## src/cd_core_pkg.sv

```systemverilog
//////////////////////////////////////////////////
// CD core-side types
// Drive command, data-out block, status word, sector header, unpacker states
//////////////////////////////////////////////////
`default_nettype none

package cd_core_pkg;

	//////////////////////////////////////////////////
	// Widths
	//////////////////////////////////////////////////
	localparam int COMMAND_W = 96;
	localparam int DATAOUT_W = 80;
	localparam int BYTE_W    = 8;
	localparam int DL_WORD_W = 16;
	localparam int LEN_W     = 15;

	// Drive status as reported by the host
	typedef struct packed {
		logic [BYTE_W-1:0] msg;
		logic [BYTE_W-1:0] stat;
	} cd_status_t;

	// 12-byte drive command
	typedef logic [COMMAND_W-1:0] cd_command_t;

	// 10-byte data-out block
	typedef logic [DATAOUT_W-1:0] cd_dataout_t;

	// One sector byte toward the core
	typedef logic [BYTE_W-1:0] cd_byte_t;

	// First word of every sector download
	typedef struct packed {
		logic             data_mode;
		logic [LEN_W-1:0] byte_len;
	} sector_header_t;

	//////////////////////////////////////////////////
	// Sector unpacker FSM
	//////////////////////////////////////////////////
	typedef enum logic [1:0] {
		UNPACK_HEADER,
		UNPACK_IDLE,
		UNPACK_LOW,
		UNPACK_HIGH
	} unpack_state_e;

endpackage

`default_nettype wire

```

## src/cd_host_pkg.sv

```systemverilog
//////////////////////////////////////////////////
// CD host mailbox definitions
// Word layouts in both directions, request kind codes, counter width
//////////////////////////////////////////////////
`default_nettype none

package cd_host_pkg;

	//////////////////////////////////////////////////
	// Widths
	//////////////////////////////////////////////////
	localparam int KIND_W      = 15;
	localparam int PAYLOAD_W   = cd_core_pkg::COMMAND_W;
	localparam int HOST_WORD_W = 2 + KIND_W + PAYLOAD_W;
	localparam int COUNT_W     = 8;

	// Bits of the host word above the status fields
	localparam int SPARE_W = HOST_WORD_W - 3 - $bits(cd_core_pkg::cd_status_t);

	// Message kinds toward the host
	typedef enum logic [KIND_W-1:0] {
		KIND_COMMAND  = 15'd0,
		KIND_DATAOUT  = 15'd1,
		KIND_DATA_END = 15'd2,
		KIND_RESET    = 15'd255
	} host_kind_e;

	// Core to host with the toggle on top
	typedef struct packed {
		logic                 toggle;
		logic                 fast_seek;
		host_kind_e           kind;
		logic [PAYLOAD_W-1:0] payload;
	} host_in_t;

	// Host to core
	typedef struct packed {
		logic                   toggle;
		logic [SPARE_W-1:0]     spare;
		logic                   region;
		logic                   dataout_flag;
		cd_core_pkg::cd_status_t status;
	} host_out_t;

	// Message counters
	typedef logic [COUNT_W-1:0] count_t;

endpackage

`default_nettype wire

```

## src/cd_status_rx.sv

```systemverilog
//////////////////////////////////////////////////
// CD status receiver
// Picks up host mailbox toggles, delivers status and request pulses
//////////////////////////////////////////////////
`timescale 1ns/1ns
`default_nettype none

module cd_status_rx (
	input  wire                     clk_sys,
	input  wire                     reset,
	input  cd_host_pkg::host_out_t  host_out,
	output cd_core_pkg::cd_status_t status,
	output logic                    region,
	output logic                    stat_get,
	output logic                    dataout_req,
	output cd_host_pkg::count_t     stat_cnt
);

	// Host toggle as seen on the previous edge
	logic toggle_last;
	logic new_msg;

	assign new_msg = host_out.toggle != toggle_last;

	// Follows the host even in reset, so a toggle flipped
	// during reset does not show up as a message afterwards
	always_ff @(posedge clk_sys) begin
		toggle_last <= host_out.toggle;
	end

	//////////////////////////////////////////////////
	// Message capture
	//////////////////////////////////////////////////
	always_ff @(posedge clk_sys) begin
		stat_get    <= 1'b0;
		dataout_req <= 1'b0;
		if (reset) begin
			region   <= 1'b0;
			stat_cnt <= '0;
		end else if (new_msg) begin
			region   <= host_out.region;
			stat_cnt <= stat_cnt + 1'b1;
			// Flag chooses which core request fires
			if (host_out.dataout_flag) begin
				dataout_req <= 1'b1;
			end else begin
				stat_get <= 1'b1;
			end
		end
	end

	// Status word itself
	always_ff @(posedge clk_sys) begin
		if (new_msg) begin
			status <= host_out.status;
		end
	end

endmodule

`default_nettype wire

```

## src/cd_request_tx.sv

```systemverilog
//////////////////////////////////////////////////
// CD request transmitter
// Turns rising edges of core requests into mailbox words for the host
//////////////////////////////////////////////////
`timescale 1ns/1ns
`default_nettype none

module cd_request_tx (
	input  wire                       clk_sys,
	input  wire                       reset,
	input  wire                       comm_send,
	input  wire                       dataout_send,
	input  wire                       data_end,
	input  wire                       reset_req,
	input  cd_core_pkg::cd_command_t  command,
	input  cd_core_pkg::cd_dataout_t  dataout,
	input  wire                       fast_seek,
	output cd_host_pkg::host_in_t     host_in,
	output cd_host_pkg::count_t       comm_cnt
);

	//////////////////////////////////////////////////
	// Edge detection
	//////////////////////////////////////////////////
	logic comm_send_old;
	logic dataout_send_old;
	logic data_end_old;
	logic reset_req_old;

	logic comm_rise;
	logic dataout_rise;
	logic data_end_rise;
	logic reset_rise;

	// Request history tracks the pins through reset too
	always_ff @(posedge clk_sys) begin
		comm_send_old    <= comm_send;
		dataout_send_old <= dataout_send;
		data_end_old     <= data_end;
		reset_req_old    <= reset_req;
	end

	assign comm_rise     = comm_send & ~comm_send_old;
	assign dataout_rise  = dataout_send & ~dataout_send_old;
	assign data_end_rise = data_end & ~data_end_old;
	assign reset_rise    = reset_req & ~reset_req_old;

	//////////////////////////////////////////////////
	// Mailbox word toward the host
	//////////////////////////////////////////////////
	always_ff @(posedge clk_sys) begin
		if (reset) begin
			host_in  <= '0;
			comm_cnt <= '0;
		end else if (comm_rise) begin
			host_in.payload   <= command;
			host_in.fast_seek <= fast_seek;
			host_in.kind      <= cd_host_pkg::KIND_COMMAND;
			host_in.toggle    <= ~host_in.toggle;
			comm_cnt          <= comm_cnt + 1'b1;
		end else if (dataout_rise) begin
			// Block fills the low bytes and the upper command bytes stay
			host_in.payload[cd_core_pkg::DATAOUT_W-1:0] <= dataout;
			host_in.fast_seek <= 1'b0;
			host_in.kind      <= cd_host_pkg::KIND_DATAOUT;
			host_in.toggle    <= ~host_in.toggle;
		end else if (data_end_rise) begin
			host_in.fast_seek <= 1'b0;
			host_in.kind      <= cd_host_pkg::KIND_DATA_END;
			host_in.toggle    <= ~host_in.toggle;
		end else if (reset_rise) begin
			host_in.fast_seek <= 1'b0;
			host_in.kind      <= cd_host_pkg::KIND_RESET;
			host_in.toggle    <= ~host_in.toggle;
		end
	end

	// Lower priority edges in the same cycle are lost
	// since the host only ever sees the latest word

endmodule

`default_nettype wire

```

## src/cd_data_unpack.sv

```systemverilog
//////////////////////////////////////////////////
// CD sector data unpacker
// Reads the sector header, then streams bytes low first with write pulses
//////////////////////////////////////////////////
`timescale 1ns/1ns
`default_nettype none

module cd_data_unpack (
	input  wire                              clk_sys,
	input  wire                              reset,
	input  wire                              dl_active,
	input  wire                              dl_wr,
	input  wire [cd_core_pkg::DL_WORD_W-1:0] dl_data,
	output cd_core_pkg::cd_byte_t            cd_data,
	output logic                             cd_wr,
	output logic                             data_mode
);

	cd_core_pkg::unpack_state_e state;
	cd_core_pkg::sector_header_t hdr;

	logic                              dl_active_old;
	logic                              restart;
	logic                              word_wr;
	logic [cd_core_pkg::LEN_W-1:0]     byte_len;
	logic [cd_core_pkg::LEN_W-1:0]     byte_cnt;
	logic [cd_core_pkg::LEN_W-1:0]     cnt_next;
	logic [cd_core_pkg::DL_WORD_W-1:0] word;

	assign hdr      = cd_core_pkg::sector_header_t'(dl_data);
	assign restart  = dl_active & ~dl_active_old;
	assign word_wr  = dl_wr & dl_active;
	assign cnt_next = byte_cnt + 1'b1;

	// Byte select follows the FSM
	assign cd_data = (state == cd_core_pkg::UNPACK_HIGH) ? word[15:8] : word[7:0];

	always_ff @(posedge clk_sys) begin
		dl_active_old <= dl_active;
	end

	//////////////////////////////////////////////////
	// Unpacker FSM
	//////////////////////////////////////////////////
	always_ff @(posedge clk_sys) begin
		if (reset) begin
			state     <= cd_core_pkg::UNPACK_HEADER;
			cd_wr     <= 1'b0;
			byte_cnt  <= '0;
			data_mode <= 1'b0;
		end else if (restart) begin
			// New download so the header comes first again
			state    <= cd_core_pkg::UNPACK_HEADER;
			cd_wr    <= 1'b0;
			byte_cnt <= '0;
		end else begin
			case (state)
				cd_core_pkg::UNPACK_HEADER: begin
					if (word_wr) begin
						data_mode <= hdr.data_mode;
						byte_cnt  <= '0;
						state     <= cd_core_pkg::UNPACK_IDLE;
					end
				end
				cd_core_pkg::UNPACK_IDLE: begin
					// Words past the byte length are dropped
					if (word_wr && byte_cnt < byte_len) begin
						state <= cd_core_pkg::UNPACK_LOW;
					end
				end
				cd_core_pkg::UNPACK_LOW: begin
					if (!cd_wr) begin
						cd_wr <= 1'b1;
					end else begin
						cd_wr    <= 1'b0;
						byte_cnt <= cnt_next;
						// Odd length ends after the low byte
						if (cnt_next >= byte_len) begin
							state <= cd_core_pkg::UNPACK_IDLE;
						end else begin
							state <= cd_core_pkg::UNPACK_HIGH;
						end
					end
				end
				cd_core_pkg::UNPACK_HIGH: begin
					if (!cd_wr) begin
						cd_wr <= 1'b1;
					end else begin
						cd_wr    <= 1'b0;
						byte_cnt <= cnt_next;
						state    <= cd_core_pkg::UNPACK_IDLE;
					end
				end
				default: begin
					state <= cd_core_pkg::UNPACK_HEADER;
				end
			endcase
		end
	end

	// Header length and data word
	always_ff @(posedge clk_sys) begin
		if (state == cd_core_pkg::UNPACK_HEADER && word_wr) begin
			byte_len <= hdr.byte_len;
		end
		if (state == cd_core_pkg::UNPACK_IDLE && word_wr) begin
			word <= dl_data;
		end
	end

endmodule

`default_nettype wire

```

## src/cd_link_top.sv

```systemverilog
//////////////////////////////////////////////////
// CD drive link top level
// Status receiver, request transmitter and sector unpacker
//////////////////////////////////////////////////
`timescale 1ns/1ns
`default_nettype none

module cd_link_top (
	input  wire                              clk_sys,
	input  wire                              reset,

	// Host mailbox
	input  cd_host_pkg::host_out_t           host_out,
	output cd_host_pkg::host_in_t            host_in,

	// Core requests
	input  wire                              comm_send,
	input  wire                              dataout_send,
	input  wire                              data_end,
	input  wire                              reset_req,
	input  cd_core_pkg::cd_command_t         command,
	input  cd_core_pkg::cd_dataout_t         dataout,
	input  wire                              fast_seek,

	// Sector download
	input  wire                              dl_active,
	input  wire                              dl_wr,
	input  wire [cd_core_pkg::DL_WORD_W-1:0] dl_data,

	// Toward the core
	output cd_core_pkg::cd_status_t          status,
	output logic                             region,
	output logic                             stat_get,
	output logic                             dataout_req,
	output cd_host_pkg::count_t              stat_cnt,
	output cd_host_pkg::count_t              comm_cnt,
	output cd_core_pkg::cd_byte_t            cd_data,
	output logic                             cd_wr,
	output logic                             data_mode
);

	cd_status_rx u_status_rx (
		.clk_sys     (clk_sys),
		.reset       (reset),
		.host_out    (host_out),
		.status      (status),
		.region      (region),
		.stat_get    (stat_get),
		.dataout_req (dataout_req),
		.stat_cnt    (stat_cnt)
	);

	cd_request_tx u_request_tx (
		.clk_sys      (clk_sys),
		.reset        (reset),
		.comm_send    (comm_send),
		.dataout_send (dataout_send),
		.data_end     (data_end),
		.reset_req    (reset_req),
		.command      (command),
		.dataout      (dataout),
		.fast_seek    (fast_seek),
		.host_in      (host_in),
		.comm_cnt     (comm_cnt)
	);

	cd_data_unpack u_data_unpack (
		.clk_sys   (clk_sys),
		.reset     (reset),
		.dl_active (dl_active),
		.dl_wr     (dl_wr),
		.dl_data   (dl_data),
		.cd_data   (cd_data),
		.cd_wr     (cd_wr),
		.data_mode (data_mode)
	);

endmodule

`default_nettype wire

```

## config.mk

```make
export PLATFORM = sky130hd
export DESIGN_NAME = cd_link_top
export DESIGN_NICKNAME = d
export VERILOG_FILES = /design/src/cd_core_pkg.sv /design/src/cd_host_pkg.sv /design/src/cd_status_rx.sv /design/src/cd_request_tx.sv /design/src/cd_data_unpack.sv /design/src/cd_link_top.sv
export SDC_FILE = /design/constraint.sdc
export NUM_CORES = 1
export LEC_CHECK = 0
export BUFFER_PORTS_ARGS = -buffer_cell sky130_fd_sc_hd__buf_2
export CORE_AREA = 2 2 186 188
export CTS_BUF_LIST = sky130_fd_sc_hd__clkbuf_4
export CTS_CLUSTER_DIAMETER = 50
export CTS_CLUSTER_SIZE = 28
export DETAILED_ROUTE_END_ITERATION = 12
export DIE_AREA = 0 0 188 190
export GPL_ROUTABILITY_DRIVEN = 1
export GPL_TIMING_DRIVEN = 0
export PLACE_DENSITY = 0.59
export SYNTH_ARGS = -nofsm -noshare
export SYNTH_HDL_FRONTEND = slang
export SYNTH_SLANG_ARGS = --single-unit
```

## constraint.sdc

```tcl
create_clock -name clk_sys -period 2.85 [get_ports clk_sys]
set_input_delay 0.285 -clock clk_sys [delete_from_list [all_inputs] [get_ports clk_sys]]
set_output_delay 0.285 -clock clk_sys [all_outputs]
set_load 0.02 [all_outputs]
```

==> results.py <==
metrics = {
    "detailed_routing": {
        "wl_per_cell_um": 16.49,
        "dr.pass1.iters": 5,
        "ant_nets": 0,
        "drt_wl_total_mm": 32.98,
        "vias_per_cell": 4.563,
        "drtIter0Drc": 483,
        "vias": 9126,
        "post-route-drc-count": 0,
    },
    "setup_path": {
        "crit_buf_inv": 0,
        "critical_path.top_delay_family": "simple AND/OR/NAND/NOR gates",
        "path_cells": "and4_4 -> and4_4 -> and3_1 -> xor2_1 -> ha_1 -> nor2b_1 -> nand4_1 -> a311oi_1 -> o41ai_1",
        "cp.arrival_ps": 3240,
        "critPathMaxFanout": 9,
        "startpoint_type": "register",
        "crit_top_cell": "and4_4",
        "critPathKind": "reg -> reg",
        "crit_required_ps": 3380,
        "crit_slowest_cell": "dfxtp_1",
        "slowest_delay_ps": 530,
        "cp-end-kind": "register",
    },
    "synthesis": {
        "synth_area_um2": 8446,
        "synth_edf_count": 47,
        "yosysMostFrequentCell": "nand2_1",
        "synthCells": 917,
        "yosys_warnings": 0,
        "synth_largest_area_cell": "dfxtp_1",
        "synth.distinct_cells": 51,
        "synth_area_leaders": "dfxtp_1 (34%), edfxtp_1 (17%), nand2_1 (9.6%)",
        "async_reset_ff_share_pct": 0,
        "avgSynthCellArea_um2": 9.210,
        "synth_top_flop_cell": "dfxtp_1",
        "ys_seq_area_share_pct": 51.08,
        "synth_top_area_share_pct": 34.37,
        "synth-seq-cells": 192,
        "synth_common_cells": "nand2_1 (217), dfxtp_1 (145), nor2_1 (109), a311oi_1 (81), edfxtp_1 (47)",
    },
    "global_route": {
        "grt_pass1_wl_mm": 49.90,
        "overflow": 0,
        "grt_use_total_pct": 18.02,
        "grt_pass1_vias": 9338,
        "antenna_found_initial": 4,
        "grt_max_degree": 19,
    },
    "clock_tree": {
        "cts_setup_buffers": 0,
        "clock-root-buffer": "clkbuf_4",
        "clock_latency_ps": 640,
        "cts_buffer_depth": 2,
        "cts_tree": "yes",
        "cts_buffers": 17,
        "clock_sinks": 192,
        "cts_max_level": 4,
        "path_clk_slew_ps": 170,
    },
    "final_layout": {
        "nets": 1880,
        "fin_util_pct": 39.43,
        "multiInputGateArea_um2": 3747,
        "drive_above_1_share_pct": 29.27,
        "design_area_um2": 13390,
        "area_growth_pct": 58.50,
        "layout.cells.non_filler": 2000,
        "num-fill-cells": 3368,
        "seqCellArea_um2": 4315,
    },
    "sta": {
        "setup_viol": 0,
        "tightestPinTransition_ps": 868.7,
        "worst_hold_slack_ps": 100.1,
        "slew_viol_final": 0,
        "fmax_ghz": 0.3689,
        "rsz0062_at_grt": "false",
        "period_share_pct": 95.12,
        "slew_headroom_pct": 42.08,
        "tns_ps": 0,
        "post-route-min-period_ps": 2711,
        "hold_violations": 0,
        "finClkSkew_ps": 29.94,
    },
    "die": {
        "die_x_um": 188,
        "die_area_um2": 35720,
        "initial_core_util_pct": 24.88,
        "chipHeight_um": 190,
        "num_io_pins": 472,
        "num_rows": 68,
        "core_area_um2": 33950,
    },
    "placed_design": {
        "place_congestion": 0.8467,
        "port_buffers": 369,
        "post-place-cells": 1748,
        "dp_hpwl_mm": 23.03,
        "dpl-instance-area_um2": 10910,
    },
    "pwr": {
        "p_leak_uw": 0.006059,
        "peakVddDrop_mv": 0.2542,
        "power_density_nw_per_um2": 450.4,
    },
    "min_path": {
        "hold_class": "in -> reg",
    },
    "job": {
        "max-cap-violations": 0,
    },
    "run_status": {
        "status": "finished clean",
    },
}
## tightest hold or removal path: stages
cell	delay (ps)
clkbuf_8	130
a21oi_1	130
nand2_1	100
o21ai_0	60
## what timing repair did
| action | in CTS | in global routing |
|---|---|---|
| hold buffers | 217 | 0 |
| endpoints found under the hold margin | 157 | 0 |
| resized for setup | 0 | 6 |
| setup endpoints to repair | 1 | 10 |
## through the flow
| step | setup slack [ps] | total power (uW) |
|---|---|---|
| after floorplan | 326.1 | 3705 |
| after global placement | -149.9 | 4190 |
| after detailed placement | -73.99 | 4204 |
| after CTS | 29.98 | 6112 |
| after global routing | 16.03 | 6340 |
| final | 139.0 | 6029 |
## final timing paths
check / start / endpoint / slack (ps) / cells past startpoint
worst max-delay path: u_data_unpack.byte_cnt[2]$_SDFFE_PP0P_ / u_data_unpack.state[1]$_SDFFE_PP0P_ / 140 / 9
worst max register to register: u_data_unpack.byte_cnt[2]$_SDFFE_PP0P_ / u_data_unpack.state[1]$_SDFFE_PP0P_ / 140 / 9
worst min-delay path: reset / u_data_unpack.byte_cnt[13]$_SDFFE_PP0P_ / 100 / 4
worst min register to register: u_request_tx.host_in[89]$_SDFFE_PP0P_ / u_request_tx.host_in[89]$_SDFFE_PP0P_ / 460 / 2
## kinds of logic (layout without fill, tap and decap cells)
group	Yosys count	after routing	share of synthesized area, %
simple gates	394	394	19.50
flops	192	192	51.08
compound gates	163	163	14.40
buf+inv	89	707	4.933
fa+ha+maj	38	38	5.630
xor+xnor	30	30	3.111
mux	10	10	1.304
other cells	1	11	0.04440
## per-layer routing
layer | wire length, um | GRT usage, % | part of all wire, % | vias up
met1 | 13540 | 21.08 | 41 | 4245
li1 | - | - | - | 4424
met5 | 0 | 0 | 0 | -
met4 | 1170 | 8.147 | 3.5 | 0
met2 | 16260 | 31.46 | 49 | 395
met3 | 2014 | 4.058 | 6.1 | 62
## power by group
group / internal (uW) / total, uW / switching [uW]
Combinational: 593 / 1350 / 752
Sequential: 2970 / 3050 / 85.5
Clock: 574 / 1630 / 1060
Total: 4130 / 6030 / 1890
## sequential cells by signal, indices dropped and copies added (netlist names), 2 cells and up
signal,count
u_request_tx.comm_cnt,8
u_data_unpack.byte_len,15
u_data_unpack.byte_cnt,15
u_status_rx.stat_cnt,8
u_data_unpack.state,2
u_data_unpack.word,16
u_status_rx.status,16
u_request_tx.host_in,101
## cell usage in the layout (no fill, tap or decap), types with 14 or more instances in the layout
master	count
nand2_1	217
edfxtp_1	47
dfxtp_1	144
a21oi_1	42
ha_1	37
inv_1	19
xor2_1	14
dlygate4sd3_1	217
nor2_1	109
nand3_1	19
clkbuf_4	20
clkbuf_1	40
xnor2_1	15
a311oi_1	81
buf_2	379
## cell type report
cell class	instances	share of cell area (%)
antenna	4	0.07477
buffer	69	2.570
clock buffer	20	1.122
clock inverter	12	1.084
inverter	19	0.5328
multi-input combinational	642	27.99
sequential	192	32.24
tap	455	4.253
timing repair buffer	587	30.13
No activity file was read; power rests on OpenSTA's default activity.
